<file path="src/common/video_pkg.sv">
// video fetch shared definitions
package video_pkg;

	// graphics modes, vconf[1:0] zero-extended
	typedef enum logic [2:0]
	{
		M_ZX = 3'd0,	// zx screen
		M_HC = 3'd1,	// 16 colour
		M_XC = 3'd2,	// 256 colour
		M_TX = 3'd3,	// text
		M_T2 = 3'd4,	// reserved
		M_T0 = 3'd5,	// zx hi-res
		M_T1 = 3'd6,	// reserved
		M_T3 = 3'd7		// reserved
	} vmode_t;

	// pixel renderer formats
	typedef enum logic [1:0]
	{
		R_ZX = 2'd0,
		R_HC = 2'd1,
		R_XC = 2'd2,
		R_TX = 2'd3
	} render_t;

	// total dram slots per window, video_bw[4:3]
	localparam logic [1:0] BW2 = 2'b00;
	localparam logic [1:0] BW4 = 2'b01;
	localparam logic [1:0] BW8 = 2'b11;

	// slots used by video, video_bw[2:0]
	localparam logic [2:0] BU1 = 3'b001;
	localparam logic [2:0] BU2 = 3'b010;
	localparam logic [2:0] BU4 = 3'b100;

	// raster resolution tables, indexed by vconf[7:6]
	// 256x192, 320x200, 320x240, 360x288
	localparam logic [8:0] HPIX_BEG_T [4] = '{9'd140, 9'd108, 9'd108, 9'd88};
	localparam logic [8:0] HPIX_END_T [4] = '{9'd396, 9'd428, 9'd428, 9'd448};
	localparam logic [8:0] VPIX_BEG_T [4] = '{9'd80, 9'd76, 9'd56, 9'd32};
	localparam logic [8:0] VPIX_END_T [4] = '{9'd272, 9'd276, 9'd296, 9'd320};
	localparam logic [5:0] X_TILES_T [4] = '{6'd33, 6'd41, 6'd41, 6'd46};

	// fetch lead before first visible pixel, per mode
	localparam logic [4:0] GO_OFFS_T [8] = '{
		5'd18,	// zx
		5'd6,	// 16c
		5'd4,	// 256c
		5'd10,	// text
		5'd18,	// reserved
		5'd10,	// zx hi-res
		5'd18,	// reserved
		5'd18	// reserved
	};

	// modes running at the fast pixel rate (text, zx hi-res)
	localparam logic [7:0] HIRES_MASK = 8'b0010_1000;

endpackage

</file>
<file path="src/video_timing.sv">
// raster timing generator
`timescale 1ns/10ps

module video_timing #(
	parameter int H_TOTAL = 448,	// c3 ticks per line
	parameter int V_TOTAL = 320		// lines per frame
) (
	input  logic       clk,
	input  logic       rst,
	output logic       c3,			// every 4th clk
	output logic       f1,			// every 2nd clk
	output logic       line_start,	// level, last pixel of line
	output logic [8:0] hcnt,
	output logic [8:0] vcnt
);

	localparam logic [8:0] H_LAST = 9'(H_TOTAL - 1);
	localparam logic [8:0] V_LAST = 9'(V_TOTAL - 1);

	logic [1:0] phase;	// clk phase within one c3 period

	// phase strobes
	always_ff @(posedge clk)
	begin
		if (rst)
			phase <= 2'd0;
		else
			phase <= phase + 2'd1;
	end

	assign f1 = phase[0];	// phases 1 and 3
	assign c3 = &phase;		// phase 3 only

	// horizontal counter, steps on c3
	always_ff @(posedge clk)
	begin
		if (rst)
			hcnt <= 9'd0;
		else if (c3)
		begin
			if (hcnt == H_LAST)
				hcnt <= 9'd0;	// wrap into next line
			else
				hcnt <= hcnt + 9'd1;
		end
	end

	// vertical counter, steps on horizontal wrap
	always_ff @(posedge clk)
	begin
		if (rst)
			vcnt <= 9'd0;
		else if (c3 && hcnt == H_LAST)
		begin
			if (vcnt == V_LAST)
				vcnt <= 9'd0;	// new frame
			else
				vcnt <= vcnt + 9'd1;
		end
	end

	// held for the whole last tick of the line
	assign line_start = (hcnt == H_LAST);

endmodule

</file>
<file path="src/video_mode/video_mode.sv">
// video mode decoder
`timescale 1ns/10ps

module video_mode import video_pkg::*; (
	input  logic       clk,
	input  logic       rst,
	input  logic       c3,
	input  logic       f1,
	input  logic       line_start,
	input  logic [7:0] vconf,
	input  logic [7:0] vpage,
	input  logic [3:0] palsel,
	input  logic [8:0] gx_offs,
	input  logic       zvpage_wr,	// cpu write to page reg
	input  logic [7:0] cnt_col,
	input  logic [8:0] cnt_row,
	input  logic       cptr,
	output vmode_t     vmode,
	output render_t    render_mode,
	output logic [7:0] vpage_d,
	output logic [3:0] palsel_d,
	output logic [4:0] go_offs,
	output logic [8:0] hpix_beg,
	output logic [8:0] hpix_end,
	output logic [8:0] vpix_beg,
	output logic [8:0] vpix_end,
	output logic [5:0] x_tiles,
	output logic [3:0] fetch_sel,	// byte lane enables
	output logic [1:0] fetch_bsl,	// byte swap select
	output logic [9:0] x_offs_mode,
	output logic       tv_hires,
	output logic       vga_hires,
	output logic       pix_stb,
	output logic       nogfx
);

	logic [7:0] vconf_d;	// config in effect for this line
	logic [8:0] gx_offs_d;
	logic [1:0] rres;		// resolution index
	logic       latch;

	assign latch = line_start & c3;	// edge into hcnt 0

	// configuration taken once per line
	always_ff @(posedge clk)
	begin
		if (rst)
		begin
			vconf_d   <= 8'd0;
			gx_offs_d <= 9'd0;
			palsel_d  <= 4'd0;
			vga_hires <= 1'b0;
		end
		else if (latch)
		begin
			vconf_d   <= vconf;
			gx_offs_d <= gx_offs;
			palsel_d  <= palsel;
			vga_hires <= tv_hires;	// scan doubler lags a line
		end
	end

	// page may also be rewritten mid-line by the cpu
	always_ff @(posedge clk)
	begin
		if (rst)
			vpage_d <= 8'd0;
		else if (latch || zvpage_wr)
			vpage_d <= vpage;
	end

	assign vmode = vmode_t'({1'b0, vconf_d[1:0]});
	assign rres  = vconf_d[7:6];
	assign nogfx = vconf_d[5];

	// mode tables
	assign go_offs  = GO_OFFS_T[vmode];
	assign tv_hires = HIRES_MASK[vmode];
	assign pix_stb  = tv_hires ? f1 : c3;	// 2x pixel rate in hi-res

	always_comb
	begin
		case (vmode)
			M_HC:    render_mode = R_HC;
			M_XC:    render_mode = R_XC;
			M_TX:    render_mode = R_TX;
			default: render_mode = R_ZX;	// zx, hi-res and reserved
		endcase
	end

	// resolution tables
	assign hpix_beg = HPIX_BEG_T[rres];
	assign hpix_end = HPIX_END_T[rres];
	assign vpix_beg = VPIX_BEG_T[rres];
	assign vpix_end = VPIX_END_T[rres];
	assign x_tiles  = X_TILES_T[rres];

	// fetch selectors, column already advanced when data lands
	always_comb
	begin
		fetch_sel = {~cptr, ~cptr, cptr, cptr};	// zx pixel/attr alternate
		fetch_bsl = 2'b10;
		case (vmode)
			M_HC, M_XC:
				fetch_sel = {~cptr, ~cptr, 2'b11};
			M_TX:
			begin
				case (cnt_col[1:0])
					2'd1:    fetch_sel = 4'b0011;	// char codes
					2'd2:    fetch_sel = 4'b1100;	// attributes
					2'd3:    fetch_sel = 4'b0001;	// glyph 0
					default: fetch_sel = 4'b0010;	// glyph 1
				endcase
				if (cnt_col[1:0] == 2'd3 || cnt_col[1:0] == 2'd0)
					fetch_bsl = {2{cnt_row[0]}};	// glyph byte by row parity
			end
			default: ;
		endcase
	end

	// x scroll, 256c keeps pixel pairs
	assign x_offs_mode = (vmode == M_XC) ?
		{gx_offs_d[8:1], 1'b0, gx_offs_d[0]} :
		{1'b0, gx_offs_d[8:1], gx_offs_d[0]};

endmodule

</file>
<file path="src/video_mode/video_addr.sv">
// video dram address generator
`timescale 1ns/10ps

module video_addr import video_pkg::*; (
	input  vmode_t      vmode,
	input  logic [7:0]  vpage_d,
	input  logic [7:0]  cnt_col,
	input  logic [8:0]  cnt_row,
	input  logic [8:0]  vcnt,		// raw line, used as tile row
	input  logic [1:0]  tm_en,		// tile plane enables
	input  logic        tm_pf,		// tilemap prefetch phase
	input  logic [15:0] txt_char,	// two char codes from last fetch
	output logic [20:0] video_addr,
	output logic [4:0]  video_bw,
	output logic [8:0]  tmb_waddr
);

	logic [20:0] addr_zx;
	logic [11:0] addr_zx_gfx;
	logic [11:0] addr_zx_atr;
	logic [20:0] addr_16c;
	logic [20:0] addr_256c;
	logic [13:0] addr_tx;
	logic [20:0] addr_text;
	logic [20:0] tm_addr;
	logic [2:0]  tp_col;
	logic        tpn;			// tile plane number
	logic [20:0] mode_addr;
	logic [4:0]  mode_bw;

	// zx screen, pixel on even col, attr on odd
	assign addr_zx_gfx = {cnt_row[7:6], cnt_row[2:0], cnt_row[5:3], cnt_col[4:1]};
	assign addr_zx_atr = {3'b110, cnt_row[7:3], cnt_col[4:1]};
	assign addr_zx     = {vpage_d, 1'b0, cnt_col[0] ? addr_zx_atr : addr_zx_gfx};

	// linear bitmaps
	assign addr_16c  = {vpage_d[7:3], cnt_row, cnt_col[6:0]};
	assign addr_256c = {vpage_d[7:4], cnt_row, cnt_col};

	// text, four fetch kinds cycled by col
	always_comb
	begin
		case (cnt_col[1:0])
			2'd0:    addr_tx = {vpage_d[0], cnt_row[8:3], 1'b0, cnt_col[7:2]};	// char
			2'd1:    addr_tx = {vpage_d[0], cnt_row[8:3], 1'b1, cnt_col[7:2]};	// attr
			2'd2:    addr_tx = {~vpage_d[0], 3'b000, txt_char[7:0], cnt_row[2:1]};
			default: addr_tx = {~vpage_d[0], 3'b000, txt_char[15:8], cnt_row[2:1]};
		endcase
	end
	assign addr_text = {vpage_d[7:1], addr_tx};

	// tilemap, two planes interleave on col bit 0
	assign tp_col    = (&tm_en) ? cnt_col[3:1] : cnt_col[2:0];
	assign tpn       = (&tm_en) ? cnt_col[0] : tm_en[1];
	assign tm_addr   = {vpage_d, vcnt[8:3], tpn, vcnt[2:0], tp_col};
	assign tmb_waddr = {vcnt[4:0], tp_col, tpn};

	// per-mode address and slot usage
	always_comb
	begin
		mode_addr = addr_zx;
		mode_bw   = {BW8, BU1};
		case (vmode)
			M_HC:
			begin
				mode_addr = addr_16c;
				mode_bw   = {BW4, BU1};
			end
			M_XC:
			begin
				mode_addr = addr_256c;
				mode_bw   = {BW2, BU1};
			end
			M_TX:
			begin
				mode_addr = addr_text;
				mode_bw   = {BW8, BU4};	// 4 of 8
			end
			M_T0: mode_bw = {BW8, BU2};	// hi-res zx, 2 of 8
			default: ;
		endcase
	end

	assign video_addr = tm_pf ? tm_addr : mode_addr;
	assign video_bw   = tm_pf ? {BW4, (&tm_en) ? BU2 : BU1} : mode_bw;

endmodule

</file>
<file path="src/fetch_sched.sv">
// video fetch scheduler
`timescale 1ns/10ps

module fetch_sched import video_pkg::*; #(
	parameter int H_TOTAL = 448,
	parameter int V_TOTAL = 320
) (
	input  logic       clk,
	input  logic       rst,
	input  logic       c3,
	input  logic [8:0] hcnt,
	input  logic [8:0] vcnt,
	input  logic       line_start,
	input  render_t    render_mode,
	input  logic [4:0] go_offs,
	input  logic [8:0] hpix_beg,
	input  logic [8:0] hpix_end,
	input  logic [8:0] vpix_beg,
	input  logic [8:0] vpix_end,
	output logic       fetch_stb,
	output logic [7:0] cnt_col,
	output logic [8:0] cnt_row,
	output logic       cptr
);

	localparam logic [8:0] H_LAST = 9'(H_TOTAL - 1);
	localparam logic [8:0] V_LIM  = 9'(V_TOTAL);

	logic [8:0] x_beg, x_end_raw, x_end;
	logic [8:0] v_end;
	logic       v_vis;		// line inside vertical window
	logic       pix_start;
	logic       win;		// fetch window open
	logic [3:0] fetch_cnt;
	logic       ftch;		// pacing tick for render mode
	logic       line_go;	// first clk of hcnt 0

	// window bounds, led by go_offs, kept inside the raster
	assign x_beg     = hpix_beg - 9'(go_offs);
	assign x_end_raw = hpix_end - 9'(go_offs);
	assign x_end     = (x_end_raw > H_LAST) ? H_LAST : x_end_raw;
	assign v_end     = (vpix_end > V_LIM) ? V_LIM : vpix_end;
	assign v_vis     = (vcnt >= vpix_beg) && (vcnt < v_end);
	assign pix_start = c3 && v_vis && (hcnt == x_beg);

	always_comb
	begin
		case (render_mode)
			R_HC:    ftch = &fetch_cnt[1:0];	// every 4 ticks
			R_XC:    ftch = fetch_cnt[0];		// every 2 ticks
			default: ftch = &fetch_cnt;			// zx and text, every 16
		endcase
	end

	assign fetch_stb = pix_start || (c3 && win && ftch);

	always_ff @(posedge clk)
	begin
		if (rst)
		begin
			win       <= 1'b0;
			fetch_cnt <= 4'd0;
			line_go   <= 1'b0;
		end
		else
		begin
			line_go <= line_start & c3;
			if (pix_start)
			begin
				win       <= 1'b1;
				fetch_cnt <= 4'd0;
			end
			else if (c3 && win)
			begin
				fetch_cnt <= fetch_cnt + 4'd1;
				if (hcnt == x_end)
					win <= 1'b0;	// last tick of the window
			end
		end
	end

	// column and buffer pointer, advanced after each strobe
	always_ff @(posedge clk)
	begin
		if (rst || (line_start && c3))
		begin
			cnt_col <= 8'd0;
			cptr    <= 1'b0;
		end
		else if (fetch_stb)
		begin
			cnt_col <= cnt_col + 8'd1;
			cptr    <= ~cptr;
		end
	end

	// row relative to window top, taken once new vcnt is valid
	always_ff @(posedge clk)
	begin
		if (rst)
			cnt_row <= 9'd0;
		else if (line_go)
			cnt_row <= vcnt - vpix_beg;
	end

endmodule

</file>
<file path="src/video_fetch_top.sv">
// video fetch subsystem top
`timescale 1ns/10ps

module video_fetch_top import video_pkg::*; #(
	parameter int H_TOTAL = 448,
	parameter int V_TOTAL = 320
) (
	input  logic        clk,
	input  logic        rst,
	input  logic [7:0]  vconf,
	input  logic [7:0]  vpage,
	input  logic [3:0]  palsel,
	input  logic [8:0]  gx_offs,
	input  logic        zvpage_wr,
	input  logic [1:0]  tm_en,
	input  logic        tm_pf,
	input  logic [15:0] txt_char,
	output logic [20:0] video_addr,
	output logic [8:0]  tmb_waddr,
	output logic [4:0]  video_bw,
	output logic [3:0]  fetch_sel,
	output logic [1:0]  fetch_bsl,
	output logic [9:0]  x_offs_mode,
	output logic        pix_stb,
	output logic        tv_hires,
	output logic        vga_hires,
	output logic        nogfx,
	output logic [7:0]  vpage_d,
	output logic [3:0]  palsel_d,
	output logic        fetch_stb
);

	logic       c3, f1, line_start;
	logic [8:0] hcnt, vcnt;
	vmode_t     vmode;
	render_t    render_mode;
	logic [4:0] go_offs;
	logic [8:0] hpix_beg, hpix_end, vpix_beg, vpix_end;
	logic [7:0] cnt_col;
	logic [8:0] cnt_row;
	logic       cptr;

	video_timing #(.H_TOTAL(H_TOTAL), .V_TOTAL(V_TOTAL)) video_timing_inst (
		.clk(clk), .rst(rst), .c3(c3), .f1(f1), .line_start(line_start),
		.hcnt(hcnt), .vcnt(vcnt)
	);

	video_mode video_mode_inst (
		.clk(clk), .rst(rst), .c3(c3), .f1(f1), .line_start(line_start),
		.vconf(vconf), .vpage(vpage), .palsel(palsel), .gx_offs(gx_offs),
		.zvpage_wr(zvpage_wr), .cnt_col(cnt_col), .cnt_row(cnt_row), .cptr(cptr),
		.vmode(vmode), .render_mode(render_mode), .vpage_d(vpage_d),
		.palsel_d(palsel_d), .go_offs(go_offs), .hpix_beg(hpix_beg),
		.hpix_end(hpix_end), .vpix_beg(vpix_beg), .vpix_end(vpix_end),
		.x_tiles(), .fetch_sel(fetch_sel), .fetch_bsl(fetch_bsl),
		.x_offs_mode(x_offs_mode), .tv_hires(tv_hires), .vga_hires(vga_hires),
		.pix_stb(pix_stb), .nogfx(nogfx)
	);

	video_addr video_addr_inst (
		.vmode(vmode), .vpage_d(vpage_d), .cnt_col(cnt_col), .cnt_row(cnt_row),
		.vcnt(vcnt), .tm_en(tm_en), .tm_pf(tm_pf), .txt_char(txt_char),
		.video_addr(video_addr), .video_bw(video_bw), .tmb_waddr(tmb_waddr)
	);

	fetch_sched #(.H_TOTAL(H_TOTAL), .V_TOTAL(V_TOTAL)) fetch_sched_inst (
		.clk(clk), .rst(rst), .c3(c3), .hcnt(hcnt), .vcnt(vcnt),
		.line_start(line_start), .render_mode(render_mode), .go_offs(go_offs),
		.hpix_beg(hpix_beg), .hpix_end(hpix_end), .vpix_beg(vpix_beg),
		.vpix_end(vpix_end), .fetch_stb(fetch_stb), .cnt_col(cnt_col),
		.cnt_row(cnt_row), .cptr(cptr)
	);

endmodule

</file>
<file path="config.mk">
export PLATFORM = sky130hd
export DESIGN_NAME = video_fetch_top
export DESIGN_NICKNAME = d
export VERILOG_FILES = /design/src/common/video_pkg.sv /design/src/video_timing.sv /design/src/video_mode/video_mode.sv /design/src/video_mode/video_addr.sv /design/src/fetch_sched.sv /design/src/video_fetch_top.sv
export SDC_FILE = /design/constraint.sdc
export NUM_CORES = 1
export LEC_CHECK = 0
export BUFFER_PORTS_ARGS = -buffer_cell sky130_fd_sc_hd__buf_2
export CAP_MARGIN = 40
export CELL_PAD_IN_SITES_DETAIL_PLACEMENT = 1
export CELL_PAD_IN_SITES_GLOBAL_PLACEMENT = 2
export CORE_ASPECT_RATIO = 1.25
export CORE_MARGIN = 2
export CORE_UTILIZATION = 31
export CTS_CLUSTER_SIZE = 28
export DETAILED_ROUTE_END_ITERATION = 7
export PLACE_DENSITY_LB_ADDON = 0.1
export SLEW_MARGIN = 40
export SYNTH_ARGS = -nofsm -noshare
export SYNTH_HDL_FRONTEND = slang
export SYNTH_SLANG_ARGS = --single-unit
</file>
<file path="constraint.sdc">
create_clock -name clk -period 4.51 [get_ports clk]
set_input_delay 0.2255 -clock clk [delete_from_list [all_inputs] [get_ports clk]]
set_output_delay 0.2255 -clock clk [all_outputs]
set_load 0.02 [all_outputs]
</file>
Yosys cells after proc, flatten, opt, wreduce, memory -nomap -nowiden
Memory sizes are Yosys's and may differ from the RTL's.
Index checks and enable logic that the tools add are counted.
{"block": "totals", "reg_bits": 74, "mem_bits_rw": 0, "inputBits": 51, "romBits": 40, "memories": 1, "wordCells": 107, "latch_bits": 0, "out_inout_bits": 68}
{"block": "classes", "eq_ne": 12, "n_reduce_logical": 20, "addsub": 8, "n_mul": 0, "n_div": 0, "bitwise": 5, "order_cmp": 7, "muxes": 40, "shift": 0}
{"memory": "(name not given)", "depth": 8, "width": 5, "read_ports": 1, "rd_ports_with_merged_regs": 0, "wr": 0, "line": "video_mode.sv:77", "source": "assign go_offs = GO_OFFS_T[vmode];"}
{"cell": "$mux W9", "n": 12}
{"cell": "$bmux W9 S2", "n": 4}
{"cell": "$pmux W17 S3", "n": 1}
{"cell": "$pmux W14 S3", "n": 1}
{"cell": "$add A9 B1 Y9 const B", "n": 2}
{"cell": "$eq A9 B9 Y1", "n": 2}
{"cell": "$eq A9 B9 Y1 const B", "n": 2}
{"cell": "$gt A9 B9 Y1 const B", "n": 2}
{"cell": "$sub A9 B5 Y9", "n": 2}
{"cell": "$mux W17", "n": 1}
{"cell": "$mux W5", "n": 3}
{"cell": "$pmux W5 S3", "n": 1}
{"cell": "$mux W12", "n": 1}
{"cell": "$pmux W4 S3", "n": 1}
{"cell": "$eq A2 B2 Y1 const B", "n": 5}
{"cell": "$mux W10", "n": 1}
{"cell": "$ge A9 B9 Y1", "n": 1}
{"cell": "$lt A9 B9 Y1", "n": 1}
{"cell": "$sub A9 B9 Y9", "n": 1}
{"cell": "$add A8 B1 Y8 const B", "n": 1}
{"cell": "$pmux W4 S2", "n": 1}
{"cell": "$reduce_and A2 Y1", "n": 4}
{"cell": "$eq A2 B1 Y1 const B", "n": 3}
{"cell": "$logic_and A1 B1 Y1", "n": 6}
{"cell": "20 further kinds", "n": 33}

Logic depth before layout (Yosys ltp)
Gate-level depths: netlist of the first run.
{"block": "depth", "ltp_word": 12, "ltp_mapped": 15, "depth_no_buf": 11}

Cells and area by module
A second synthesis of the first run with hierarchy kept.
{"block": "unflattened", "cells_unflattened": 826, "area_unflattened_um2": 6288.5}
{"mod": "fetch_sched", "seq_area_each_um2": 480.5, "instances": 1, "area_each_um2": 2512.4, "cells_each": 321}
{"mod": "video_mode", "seq_area_each_um2": 540.5, "instances": 1, "area_each_um2": 1669.1, "cells_each": 211}
{"mod": "video_addr", "seq_area_each_um2": 0.0, "instances": 1, "area_each_um2": 1106.1, "cells_each": 181}
{"mod": "video_timing", "seq_area_each_um2": 400.4, "instances": 1, "area_each_um2": 1001.0, "cells_each": 113}

Worst setup path after synthesis of the first run
No wires, ideal clock.
{"block": "synth_path", "path_kind": "reg-to-reg", "from": "register video_mode_inst.vconf_d[0]", "to": "register fetch_sched_inst.cnt_col[5]", "arrival_ns": 3.722, "t_required_ns": 4.382, "n_path_buf": 4, "stages_incl_launch_ff": 16, "path_slack_ns": 0.660, "period_less_slack_ns": 3.850, "setup_time_ns": 0.128, "path_cell_list": "dfxtp_1 > inv_1 > ha_1 > buf_2 > buf_1 > clkbuf_1 > inv_1 > fa_1 > and2_1 > a2111oi_0 > o2111ai_1 > or4b_1 > buf_2 > a2111oi_4 > xnor2_1 > nor2_1"}
{"block": "synth_between", "elab_chain_len": 8, "elab_cells_between_ends": 16, "classes_between": "1 x add/sub; 6 x eq/ne; 4 x mux; 1 x bitwise; 3 x reduce/logical; 1 x memory"}
{"item": "start: declaration", "line": "video_mode.sv:37", "source": "logic [7:0] vconf_d;"}
{"item": "start signal: assignment", "line": "video_mode.sv:56", "source": "vconf_d <= vconf;"}
{"item": "$not A2 Y4 (implied by the code)", "line": "video_mode.sv:77"}
{"item": "$mem_v2 Z8 W5"}
{"item": "$mux W5 (implied by the code) (2 in a row)", "line": "video_mode.sv:77"}
{"item": "$sub A9 B5 Y9", "line": "fetch_sched.sv:39", "source": "assign x_beg = hpix_beg - 9'(go_offs);"}
{"item": "$eq A9 B9 Y1", "line": "fetch_sched.sv:44", "source": "assign pix_start = c3 && v_vis && (hcnt == x_beg);"}
{"item": "$logic_and A1 B1 Y1", "line": "fetch_sched.sv:44"}
{"item": "$logic_or A1 B1 Y1 (*)", "line": "fetch_sched.sv:55", "source": "assign fetch_stb = pix_start || (c3 && win && ftch);"}
{"item": "end signal: assignment", "line": "fetch_sched.sv:92", "source": "cnt_col <= cnt_col + 8'd1;"}
{"item": "end: declaration", "line": "fetch_sched.sv:21", "source": "output logic [7:0] cnt_col,"}
Every way passes the cells marked *; elsewhere a longest branch is shown, timed or not. The select of a mux whose other input is x is not followed.
A chain may end at the register's enable or synchronous reset.

Final worst setup path of the first run
{"block": "layout_path", "from": "register video_mode_inst.vconf_d[0]", "to": "output fetch_stb"}
{"block": "layout_between", "elab_chain_len": 8, "elab_cells_between_ends": 16, "classes_between": "1 x add/sub; 6 x eq/ne; 4 x mux; 1 x bitwise; 3 x reduce/logical; 1 x memory"}
{"item": "$not A2 Y4 (implied by the code)", "line": "video_mode.sv:77"}
{"item": "$mem_v2 Z8 W5"}
{"item": "$mux W5 (implied by the code) (2 in a row)", "line": "video_mode.sv:77"}
{"item": "$sub A9 B5 Y9", "line": "fetch_sched.sv:39"}
{"item": "$eq A9 B9 Y1", "line": "fetch_sched.sv:44"}
{"item": "$logic_and A1 B1 Y1", "line": "fetch_sched.sv:44"}
{"item": "$logic_or A1 B1 Y1 (*)", "line": "fetch_sched.sv:55"}
{"item": "end: declaration", "line": "video_fetch_top.sv:30", "source": "output logic fetch_stb"}
Marked as above.

==> impl.org, run 1 <==
** CTS
- Later-pin clock latency in the skew report :: about 340 ps
- Number of buffers created by CTS :: 9
- Clock-pin slew was measured on the worst setup and hold paths at 60 ps.
- In this run, post-CTS repair resized a total of 0 instances.
- The H-tree was split into 3 levels.
- Setup Buffers After CTS :: 0
- Number of hold buffers added after CTS :: 0
- Clock net sink count :: 71
- Root cell of the clock tree :: sky130_fd_sc_hd__clkbuf_16
- TritonCTS clock tree :: built
- Worst-case clock buffer depth :: 2

** STA
- The clock arrives with 6.743 ps of skew.
- Max transition margin :: 0.4928
- Share of the cycle needed by the critical path after routing :: 0.9055
- Unrepaired setup endpoints after global routing :: no
- Final critical-path required period :: just over 4000 ps
- TNS Setup :: 0 ps
- At the pin with the least slew margin, the transition time is 760.8 ps.
- Final setup violation count :: 0
- The max-slew violation total from the final report was 0.
- The count of final hold-check violations is 0.
- For this run, the top clock speed supported by timing is 0.2449 GHz.

** Power
- Maximum vdd ir drop :: 119.1 uV
- Flop pwr share :: 0.412
- Cell internal power was estimated by the tool at 0.001205 W.
- In this run the power density over the cells is about 260 nW/um^2.
- In this run the static leakage power is 2.386 nW.
- For this design the total switching power over the nets is ~0.00034 W.
- Gate power share :: 0.052
- Post-route total power :: ~0.0015 W
- Of the total power, the share spent switching nets is 0.2211.
- Of the total power, the clock network draws 0.536.

** Cells and area
- Compared with the post-synthesis result, the final layout area differs by 18.86%.
- # diodes :: 0
- The final layout contains around 800 nets.
- Layout cells sized above 1 :: 0.2277
- Leaving out fill and tap cells, the most frequent cells in the layout are sky130_fd_sc_hd__buf_2, sky130_fd_sc_hd__nand2_1, sky130_fd_sc_hd__dfxtp_1.
- The filler cells instantiated in the layout total slightly above 2000.
- Leaving out fill and tap cells, the most frequent cell in the layout is sky130_fd_sc_hd__buf_2.
- Core Util, Final :: 0.3749

** Synthesis
- Of the total synthesized cell area, the portion taken by full adders, half adders and majority gates is 0.09183.
- The number of nets handed over by synthesis was 740.
- The netlist uses 60 different library cells.
- Share of Yosys cell area claimed by the top area cell type :: 0.2804
- Yosys top cell by area :: sky130_fd_sc_hd__dfxtp_1
- In this run, synthesis inferred 0 flip-flops with an integrated enable.
- Most area-consuming cells after synthesis :: sky130_fd_sc_hd__dfxtp_1, sky130_fd_sc_hd__ha_1, sky130_fd_sc_hd__nand2_1, sky130_fd_sc_hd__a21oi_1, sky130_fd_sc_hd__o21ai_0
- FFs w/ async S/R, synth :: 0
- Of the post-synthesis cell area, the part taken by muxes is 0.04888.
- Number of cells produced by synthesis :: 653
- Post-synthesis compound-gate area fraction :: 0.2308
- For this run, the leading register cell type out of synthesis is sky130_fd_sc_hd__dfxtp_1.
- Of the total synthesized cell area, the portion taken by XOR and XNOR cells is 0.06492.
- After synthesis the cells add up to 5069 um^2.
- Main combinational cell family by area after synthesis :: compound AO/OA/AOI/OAI gates
- Yosys Warn Count :: 0
- Of the total synthesized cell area, the portion taken by AND, OR, NAND and NOR gates is 0.2098.
- After synthesis the netlist holds a flip-flop and latch count of 71.
- Post-synthesis area per instance :: about 7.8 um^2
- Proportion of synthesized chip area in sequential cells :: 0.2804

** Critical path
- In this design, the stage delay of the slowest critical-path cell is ~750 ps.
- For flop-to-flop paths, the worst setup slack is about 730 ps.
- The critical path is of the flip-flop to primary output type.
- The worst setup path is launched from a flip-flop.
- Data required time of the critical path :: ~4300 ps
- Walking the worst path, the cells encountered are inv_1, ha_1, fa_1, and2_1, a2111oi_0, o2111ai_1, or4b_1, nand2_1, buf_2.
- Counting both buffers and inverters, the worst setup path holds a total of 2.
- Of all nets on the critical path, the largest fanout is 8.
- Largest delay share family, worst path :: simple AND/OR/NAND/NOR gates
- Among all stages on the critical path, the largest delay is contributed by sky130_fd_sc_hd__or4b_1.
- Critical path data arrival time :: between 3000 and 4000 ps
- CP Capture Type :: primary output

** Global routing
- The number of global-route vias before repair came to roughly 5200.
- Overall global routing resource usage :: 0.1941
- First-pass GRT wire length :: between 20000 and 30000 um
- The number of antenna violations at the first check in global routing is 0.
- Overflow left after global routing :: 0
- Largest net degree at the start of global routing :: 50

** Floorplan
- The die is approximately 150 um tall.
- Die span in x :: between 100 and 150 um
- In this run the core area contains 52 standard-cell rows.
- For this configuration, the core starts out at a cell density of 0.3154.
- The core region is between 15000 and 20000 um^2.
- Top-level port count :: 119
- The floorplan step defined a die boundary enclosing 17400 um^2.

** Hold path
- In this run the worst hold path is classified as input port to flip-flop.

** Placement
- Number of port buffers :: 115
- Weighted congestion reported at the end of routability-driven placement :: 0.8085
- HPWL after DPL :: between 10000 and 15000 um

** Detailed routing
- The detail route stage leaves a number of antenna-violating nets equal to 0.
- For this run, the detailed router's first-pass iteration total came to 4.
- Summed over all layers, the routed wires come to 16710 um.
- Via density :: around 5.3
- Overall via count from detail_route :: between 4000 and 5000
- The first routing iteration left a little under 200 violations.
- In the routed design, unresolved DRC markers number 0.
- Dividing the detail-routed wire length by the instance count gives between 15 and 20 um.

** Run status
- Run status :: completed

** Job
- Number of max-cap violations :: 0
## power by group through the flow
stage | Combinational [W] | Clock (W) | Sequential (W)
after floorplan | 0.0000391 | 0 | 0.000656
after detailed placement | 0.0000819 | 0 | 0.000652
final | 0.0000806 | 0.000829 | 0.000638
after CTS | 0.0000825 | 0.000853 | 0.000638
after global placement | 0.0000809 | 0 | 0.000652
after global routing | 0.0000890 | 0.000873 | 0.000638
## cells by family after synthesis
family	count (synthesis)
compound gates	176
xor+xnor	36
fa+ha+maj	36
buf+inv	84
flops	71
mux	23
simple gates	227
## worst register-to-register path, delay by kind of cell, from the launching register on
family / cells / cell delay [ps]
AOI/OAI and AO/OA: 3 / 1010
xor gates and xnor gates: 1 / 160
adders and majority gates: 2 / 930
buffers and inverters: 1 / 120
DFF: 1 / 430
and+or+nand+nor: 3 / 1020
## cell usage after synthesis, drive strengths merged, types with 2 or more instances
master / count
nand2: 93
and4: 2
clkbuf: 35
o21ai: 49
a21oi: 52
xnor2: 22
o31ai: 4
fa: 2
a22oi: 13
nand3: 17
and2: 2
nor2: 54
nor2b: 9
or3b: 4
a222oi: 3
o22ai: 2
or2: 4
xor2: 13
mux2: 14
dfxtp: 71
or3: 3
a21o: 5
nor3b: 5
o2111ai: 2
a221o: 6
nor3: 5
buf: 25
nand2b: 9
nand3b: 2
inv: 23
a21boi: 4
and3: 7
and3b: 2
mux2i: 9
or4b: 2
a2111oi: 5
ha: 34
a211oi: 11
a221oi: 5
a31oi: 4
nand4: 6
## final timing paths
kind	start	endpoint	cells past startpoint
worst max register to register	video_mode_inst.vconf_d[0]	fetch_sched_inst.cnt_col[7]	10
worst min-delay path	gx_offs[4]	video_mode_inst.gx_offs_d[4]	3
worst max-delay path	video_mode_inst.vconf_d[0]	fetch_stb	9
worst min register to register	video_timing_inst.phase[0]	video_timing_inst.phase[0]	1
## layout make-up
| cell class | instances | area (um^2) | share of cell area |
|---|---|---|---|
| Clock buffer | 9 | 225.2 | 0.03738 |
| Inverter | 24 | 90.09 | 0.01495 |
| Multi-Input combinational cell | 498 | 3283 | 0.5450 |
| Timing Repair Buffer | 120 | 613.1 | 0.1018 |
| Sequential cell | 71 | 1421 | 0.2359 |
| Clock inverter | 7 | 121.4 | 0.02015 |
| Tap cell | 216 | 270.3 | 0.04486 |
## flip-flops by register name (all words and copies together), names as in the netlist
register / count
fetch_sched_inst.cnt_col: 8
fetch_sched_inst.cnt_row: 9
fetch_sched_inst.cptr: 1
fetch_sched_inst.fetch_cnt: 4
fetch_sched_inst.line_go: 1
fetch_sched_inst.win: 1
video_mode_inst.gx_offs_d: 9
video_mode_inst.palsel_d: 4
video_mode_inst.vconf_d: 5
video_mode_inst.vga_hires: 1
video_mode_inst.vpage_d: 8
video_timing_inst.hcnt: 9
video_timing_inst.phase: 2
video_timing_inst.vcnt: 9
## per-layer routing
metal  routed length [um]  part of all wire  vias up  track usage
li1                     -                 -     2422            -
met1                 7276              0.44     2455       0.2289
met2                 8703              0.52       79       0.3575
met3                  499             0.030       13      0.02911
met4                  229             0.014        0      0.06429
met5                    0                 0        -            0
## stage by stage
step	std cells	instance area (um^2)	setup slack, ps	hold slack (ps)
finish	945	6025	426.3	117.1
CTS	945	6022	345.0	104.7
floorplan	653	5069	660.5	361.5
global route	945	6025	53.52	127.8
detailed placement	929	5675	677.5	435.5
global placement	929	5675	667.0	427.3
Power figures use the tool's default switching activity.
==> inputs of run 2 (changes only) <==
--- a/config.mk
+++ b/config.mk
@@ -15,6 +15,7 @@
 export CTS_CLUSTER_SIZE = 28
 export DETAILED_ROUTE_END_ITERATION = 7
 export PLACE_DENSITY_LB_ADDON = 0.1
+export RECOVER_POWER = 50
 export SLEW_MARGIN = 40
 export SYNTH_ARGS = -nofsm -noshare
 export SYNTH_HDL_FRONTEND = slang
==> run 2 against run 1 <==
The run now ends with max-capacitance violations, max-slew violations left. First-iteration DRC count is 11% higher. Hold slack worse by 0.66 ps. Via count is 0.24% lower. Die area stayed put. Clock-buffer cell count stayed put. Global-route usage stayed put. Register-to-register slack hardly changed. Critical path type unchanged. Largest power group unchanged. Highest routed layer unchanged.
==> impl.org, run 2 (same netlist as run 1, synthesis figures left out) <==
** Run status
- Failing checks :: max-capacitance violations, max-slew violations
- The flow ran to the end, but the final reports show violations.

** Critical path
- Data required time of the critical path :: 4280 ps (about the same)
- The maximum net fanout on the critical path was 8 (unchanged).
- The critical path is of the flip-flop to primary output type.
- The worst setup path is captured at a primary output.
- Critical path data arrival time :: 3870 ps (about the same)
- STA classifies the critical path startpoint as a flip-flop.

** Cells and area
- Layout cells sized above 1 :: 0.1605 (-0.06722)
- The number of nets in the finished design came to 811 (unchanged).
- Leading cell types in the layout, fill and taps excluded :: sky130_fd_sc_hd__nand2_1, sky130_fd_sc_hd__dfxtp_1, sky130_fd_sc_hd__buf_2
- The count of antenna diodes in the layout was 0 (unchanged).
- Relative to the synthesized area, the layout overhead comes to 17.58%.
- Leaving out fill and tap cells, the most frequent cell in the layout is sky130_fd_sc_hd__nand2_1.
- The core utilization of the finished layout came to 0.3708 (-0.004048).
- The count of placed standard cells in the final layout, fillers left out is 945 (unchanged).
- Layout fillers :: 2055 (+0.88%)

** STA
- Post-Route Skew :: 6.808 ps (+0.06459 ps)
- The final critical-path setup slack came to 416.8 ps (-9.521 ps).
- Unrepaired setup endpoints after global routing :: no
- The setup TNS came to 0 ps (unchanged).
- The final setup violation count came to 0 (unchanged).
- The final period demand of the worst path is 4093 ps (+9.521 ps).
- The period utilization was 0.9076 (+0.002111).
- The count of final hold-check violations was 0 (unchanged).
- Max Freq :: 0.2443 GHz (-0.23%)
- Max transition margin :: -0.5827 (-1.076)
- Max-slew violation count :: 50 (+50)
- Transition time of the tightest slew-check pin :: 2374 ps (+1613 ps)

** Placement
- Worst-case setup slack after placement :: 677.5 ps (unchanged)
- The weighted congestion reported at the end of routability-driven placement is 0.8085 (unchanged).
- HPWL after DPL :: 12530 um (unchanged)
- The number of cells after detailed placement came to 929 (unchanged).
- Number of port buffers :: 115 (unchanged)

** Floorplan
- The die outline width is 118.4 um (unchanged).
- Effective utilization at floorplan :: 0.3154 (unchanged)
- The number of cell rows was 52 (unchanged).
- The die outline area was 17400 um^2 (unchanged).
- Chip Height :: 147.0 um (unchanged)
- Area of the core :: 16070 um^2 (unchanged)
- Top-level port count :: 119 (unchanged)

** Power
- Flop pwr share :: 0.412 (about the same)
- Switching share of power :: 0.2227 (+0.001599)
- The worst-case vdd ir drop came to 119.6 uV (+0.43%).
- The net switching power figure came to 0.0003448 W (+0.75%).
- Power per Cell Area :: 259.7 nW/um^2 (+1.1%)
- The share of total power in combinational logic was 0.051 (about the same).
- Static Leak :: 2.213 nW (-7.3%)
- Portion of total power attributed to the clock network :: 0.537 (about the same)
- The internal power contribution is 0.001203 W (-0.18%).

** CTS
- The number of buffers on the longest clock path came to 2 (unchanged).
- Later-pin clock latency in the skew report :: 340 ps (about the same)
- Number of hold buffers added after CTS :: 0 (unchanged)
- The number of buffers created by CTS is 9 (unchanged).
- Clock Pin Slew Worst Setup and Hold Paths :: 60 ps (about the same)
- TritonCTS built the clock tree.
- The total setup buffers inserted after CTS was 0 (unchanged).
- The count of clock tree sinks is 71 (unchanged).
- The deepest level of the CTS H-tree came to 3 (unchanged).
- Root cell of the clock tree :: sky130_fd_sc_hd__clkbuf_16
- Total of cells resized after clock tree synthesis :: 0 (unchanged)

** Hold path
- In this run the worst hold path is classified as input port to flip-flop.

** Global routing
- Number of antenna violations at the first check in global routing :: 0 (unchanged)
- The largest net degree at the start of global routing came to 50 (unchanged).
- Overflow left after global routing :: 0 (unchanged)
- The number of global-route vias before repair was 5232 (unchanged).
- The total track usage is 0.1941 (unchanged).
- The first-pass GRT wire length was 27100 um (unchanged).

** Detailed routing
- Overall via count from detail_route :: 4957 (-0.24%)
- Wire length reported by the detailed router :: 16700 um (about the same)
- Post-route DRC :: 0 (unchanged)
- The mean routed wirelength per cell is 17.67 um (about the same).
- The first-pass iteration count of the detailed router came to 4 (unchanged).
- Via density :: 5.246 (-0.24%)
- Initial drt markers :: 215 (+11%)
- The number of nets with antenna violations after routing was 0 (unchanged).

** Job
- Number of max-cap violations :: 1 (+1)
[run 2: cell types whose count changed in the layout (fill, tap and decap cells not counted), sizes merged]
cell / delta
buf: -46
clkbuf: +46
[run 2: final timing paths]
| kind | start | endpoint | slack, ps | depth (start not counted) |
|---|---|---|---|---|
| setup / recovery | video_mode_inst.vconf_d[0] | fetch_stb | 420 | 9 |
| hold / removal | gx_offs[4] | video_mode_inst.gx_offs_d[4] | 120 | 3 |
| setup reg to reg | video_mode_inst.vconf_d[0] | fetch_sched_inst.cnt_col[7] | 730 | 10 |
| hold reg to reg | video_timing_inst.phase[0] | video_timing_inst.phase[0] | 440 | 1 |
[run 2: worst max-delay path: stages (launching register included)]
cell and delay [ps]:
sky130_fd_sc_hd__dfxtp_1 420, sky130_fd_sc_hd__inv_1 110, sky130_fd_sc_hd__ha_1 380, sky130_fd_sc_hd__fa_1 550
sky130_fd_sc_hd__and2_1 210, sky130_fd_sc_hd__a2111oi_0 410, sky130_fd_sc_hd__o2111ai_1 170, sky130_fd_sc_hd__or4b_1 750
sky130_fd_sc_hd__nand2_1 310, sky130_fd_sc_hd__buf_2 220
[run 2: power by group through the flow]
stage / logic, W / clock network (W) / registers (W)
6_report: 0.0000785 / 0.000831 / 0.000638
5_1_grt: 0.0000869 / 0.000873 / 0.000638
4_1_cts: 0.0000825 / 0.000853 / 0.000638
3_5_place_dp: 0.0000819 / 0 / 0.000652
3_3_place_gp: 0.0000809 / 0 / 0.000652
2_1_floorplan: 0.0000391 / 0 / 0.000656
[run 2: routing by layer]
layer,part of all wire,vias to the layer above,routed length (um),track usage
met5,0,-,0,0
met4,0.014,0,229,0.06429
met3,0.027,14,455,0.02911
met2,0.52,78,8717,0.3575
met1,0.44,2448,7296,0.2289
li1,-,2417,-,-
[run 2: layout make-up]
type / count / area, um^2 / area share
clock buffers: 9 / 225.2 / 0.03779
clock inverters: 7 / 121.4 / 0.02037
inverters: 24 / 90.09 / 0.01512
multi-input cells: 498 / 3281 / 0.5505
flip-flops and latches: 71 / 1421 / 0.2385
well taps: 216 / 270.3 / 0.04535
repair buffers: 120 / 550.5 / 0.09238
[run 2: stage by stage]
stage	hold WS, ps	cell area (um^2)	total power [W]
final	116.4	5959	0.001548
after global routing	127.8	5959	0.001599
after CTS	104.7	6022	0.001573
after detailed placement	435.5	5675	0.0007339
after global placement	427.3	5675	0.0007327
after floorplan	361.5	5069	0.0006948
==> inputs of run 3 (changes only) <==
--- a/config.mk
+++ b/config.mk
@@ -11,12 +11,13 @@
 export CELL_PAD_IN_SITES_GLOBAL_PLACEMENT = 2
 export CORE_ASPECT_RATIO = 1.25
 export CORE_MARGIN = 2
-export CORE_UTILIZATION = 31
+export CORE_UTILIZATION = 32
+export CTS_BUF_LIST = sky130_fd_sc_hd__clkbuf_8
 export CTS_CLUSTER_SIZE = 28
 export DETAILED_ROUTE_END_ITERATION = 7
 export PLACE_DENSITY_LB_ADDON = 0.1
 export RECOVER_POWER = 50
-export SLEW_MARGIN = 40
+export SLEW_MARGIN = 0
 export SYNTH_ARGS = -nofsm -noshare
 export SYNTH_HDL_FRONTEND = slang
 export SYNTH_SLANG_ARGS = --single-unit
==> run 3 against run 2 <==
The flow still finishes with violations (max-capacitance violations, max-slew violations). Die area shrank 3.0%. Clock-buffer cell count is the same. Global-route usage grew 0.41 points. Hold slack lost 35 ps. Wire length shrank 1.7%. Worst setup slack lost 150 ps. Combinational power shrank 0.9%. Clock skew grew 3.5 ps. Critical path depth is the same. First-iteration DRC count grew 4.7%.
==> impl.org, run 3 (same netlist as run 1, synthesis figures left out) <==
** Placement
- The total of buffers placed on input and output ports is 115 (unchanged).
- The post-detailed-placement half-perimeter wirelength was 12490 um (-0.29%).
- The weighted congestion reported at the end of routability-driven placement came to 0.8768 (+8.4%).

** Power
- The worst-case vdd ir drop came to 150.7 uV (+26%).
- Gate power share :: 0.062 (+0.011)
- Psw :: 0.0003308 W (-4.1%)
- Switching share of power :: 0.2651 (+0.04234)
- The static leakage power was 2.150 nW (-2.8%).
- The internal power contribution is 0.0009171 W (-24%).
- Portion of total power attributed to the clock network :: 0.427 (-0.110)
- Power per Cell Area :: 215.0 nW/um^2 (-17%)
- The total power came to 0.001248 W (-19%).
- The power share of the sequential group is 0.511 (+0.099).

** Critical path
- Startpoint Class :: flip-flop
- The worst setup path is captured at a primary output.
- The maximum net fanout on the critical path is 8 (unchanged).
- Slack of the worst reg-to-reg path :: 600 ps (-130 ps)
- Data required time of the critical path :: 4280 ps (about the same)
- The worst register-to-register path ends at fetch_sched_inst.cnt_col[5].
- Depth of the worst register-to-register path :: 10 (unchanged)
- The arrival time at the worst endpoint is 4020 ps (+150 ps).
- The setup path with the least slack is of type flip-flop to primary output.
- Reg-to-reg critical path startpoint :: video_mode_inst.vconf_d[0]

** Floorplan
- The area of the core was 15570 um^2 (-3.1%).
- Chip Height :: 144.7 um (-1.5%)
- The number of cell rows was 51 (-1.9%).
- The die outline width was 116.6 um (-1.5%).
- Top-level port count :: 119 (unchanged)
- Die outline area :: 16870 um^2 (-3.0%)
- Effective utilization at floorplan :: 0.3255 (+0.01014)

** STA
- Max transition margin :: -0.01591 (+0.5668)
- Max Freq :: 0.2358 GHz (-3.5%)
- The max-slew violation total from the final report came to 32 (-36%).
- Post-Route Skew :: 10.26 ps (+3.453 ps)
- Transition time of the tightest slew-check pin :: 1524 ps (-850.2 ps)
- The period utilization is 0.9404 (+0.03277).
- TNS Setup :: 0 ps (unchanged)
- The final setup violation count is 0 (unchanged).
- Unrepaired setup endpoints after global routing :: no
- The count of final hold-check violations was 0 (unchanged).
- Final critical-path required period :: 4241 ps (+147.8 ps)

** Detailed routing
- Post-route DRC :: 0 (unchanged)
- The first-pass iteration count of the detailed router was 4 (unchanged).
- Wire length reported by the detailed router :: 16420 um (-1.7%)
- Via density :: 5.178 (-1.3%)
- Initial drt markers :: 225 (+4.7%)
- Count of nets left with antenna violations after detail routing :: 0 (unchanged)
- Average wire per cell in the routed design :: 17.43 um (-1.4%)
- Overall via count from detail_route :: 4878 (-1.6%)

** CTS
- The insertion delay to the later sink of the worst-skew pair came to 370 ps (+30 ps).
- The total setup buffers inserted after CTS is 0 (unchanged).
- The count of clock tree sinks was 71 (unchanged).
- The number of buffers created by CTS came to 9 (unchanged).
- TritonCTS clock tree :: built
- The number of buffers on the longest clock path was 2 (unchanged).
- Root cell of the clock tree :: sky130_fd_sc_hd__clkbuf_8
- The clock transition at the register clock pins on the worst setup and hold paths after CTS is 90 ps (+30 ps).
- Total of cells resized after clock tree synthesis :: 0 (unchanged)
- Depth of the CTS H-tree :: 3 (unchanged)
- The number of buffers added to fix hold violations after cts was 0 (unchanged).

** Global routing
- The fraction of met3 tracks used by global routing came to 0.02957 (+0.0004561).
- The overall overflow remaining after global route is 0 (unchanged).
- The number of antenna violations at the first check in global routing came to 0 (unchanged).
- Busiest metal layer after global routing :: met2
- The largest net degree at the start of global routing is 35 (-30%).
- Met2 track utilization from global routing :: 0.3568 (-0.0007213)
- Overall global routing resource usage :: 0.1981 (+0.004081)
- First-pass GRT wire length :: 25940 um (-4.3%)
- The met1 routing resource usage after global routing is 0.2398 (+0.01091).
- Vias in the first global route :: 4965 (-5.1%)

** Hold path
- The tightest min-delay check is of the input port to flip-flop type.
- The worst hold path begins at gx_offs[4].
- Hold Path Depth :: 3 (unchanged)
- End point of the most critical hold path :: video_mode_inst.gx_offs_d[4]

** Cells and area
- Leaving out fill and tap cells, the most frequent cell in the layout is sky130_fd_sc_hd__nand2_1.
- Compared with the post-synthesis result, the final layout area differs by 14.52%.
- The number of nets in the finished design is 812 (+0.12%).
- # diodes :: 0 (unchanged)
- The share of cells above drive strength 1 is 0.1589 (-0.001590).
- Leading cell types in the layout, fill and taps excluded :: sky130_fd_sc_hd__nand2_1, sky130_fd_sc_hd__dfxtp_1, sky130_fd_sc_hd__buf_2

** Job
- Number of max-cap violations :: 1 (unchanged)

** Run status
- Run status :: finished, violations left
- The checks that failed: max-capacitance violations, max-slew violations.
## run 3: cell types whose count changed in the layout (fill, tap and decap cells not counted), sizes merged
cell / change
inv: +2
bufinv: -2
clkbuf: +1
## run 3: worst max-delay path, stage by stage, from the launching register on
cell and delay, ps:
sky130_fd_sc_hd__dfxtp_1 440, sky130_fd_sc_hd__inv_1 110, sky130_fd_sc_hd__ha_1 380, sky130_fd_sc_hd__fa_1 550, sky130_fd_sc_hd__and2_1 220, sky130_fd_sc_hd__a2111oi_0 450, sky130_fd_sc_hd__o2111ai_1 170, sky130_fd_sc_hd__or4b_1 770
sky130_fd_sc_hd__nand2_1 310, sky130_fd_sc_hd__buf_2 220
## run 3: how the worst max path moves through the flow
stage / startpoint / endpoint / cells after the start
3_5_place_dp: video_mode_inst.vconf_d[0] / fetch_sched_inst.cnt_col[5] / 10
6_report: video_mode_inst.vconf_d[0] / fetch_stb / 9
4_1_cts: video_mode_inst.vconf_d[0] / fetch_stb / 9
3_3_place_gp: video_mode_inst.vconf_d[0] / fetch_sched_inst.cnt_col[5] / 10
5_1_grt: video_mode_inst.vconf_d[0] / fetch_stb / 9
2_1_floorplan: video_mode_inst.vconf_d[0] / fetch_sched_inst.cnt_col[5] / 15
## run 3: layout make-up
| type | count | area, um^2 |
|---|---|---|
| multi-input cells | 498 | 3276 |
| clock buffers | 9 | 123.9 |
| well taps | 212 | 265.3 |
| clock inverters | 7 | 73.82 |
| fillers | 2029 | 9766 |
| inverters | 24 | 90.09 |
| repair buffers | 121 | 554.3 |
| flip-flops and latches | 71 | 1421 |
## run 3: layer usage
layer | up-vias | share of wire
met3 | 20 | 0.029
li1 | 2419 | -
met4 | 0 | 0.017
met2 | 75 | 0.53
met5 | - | 0
met1 | 2364 | 0.43
## run 3: through the flow
step / std cells / utilization / area, um^2 / hold slack (ps) / worst slack, ps
finish: 942 / 0.3728 / 5804 / 81.52 / 269.0
global route: 942 / 0.3728 / 5804 / 84.74 / 22.03
CTS: 942 / 0.3774 / 5876 / 63.42 / 205.2
detailed placement: 926 / 0.3647 / 5678 / 436.9 / 576.2
global placement: 926 / 0.3647 / 5678 / 423.9 / 664.8
floorplan: 653 / - / 5069 / 361.5 / 660.5
## run 3: power groups by stage
stage	clock network, W	registers, W	logic, W
2_1_floorplan	0	0.000656	0.0000391
3_3_place_gp	0	0.000652	0.0000802
3_5_place_dp	0	0.000652	0.0000814
4_1_cts	0.000556	0.000637	0.0000817
5_1_grt	0.000574	0.000638	0.0000868
6_report	0.000533	0.000637	0.0000778
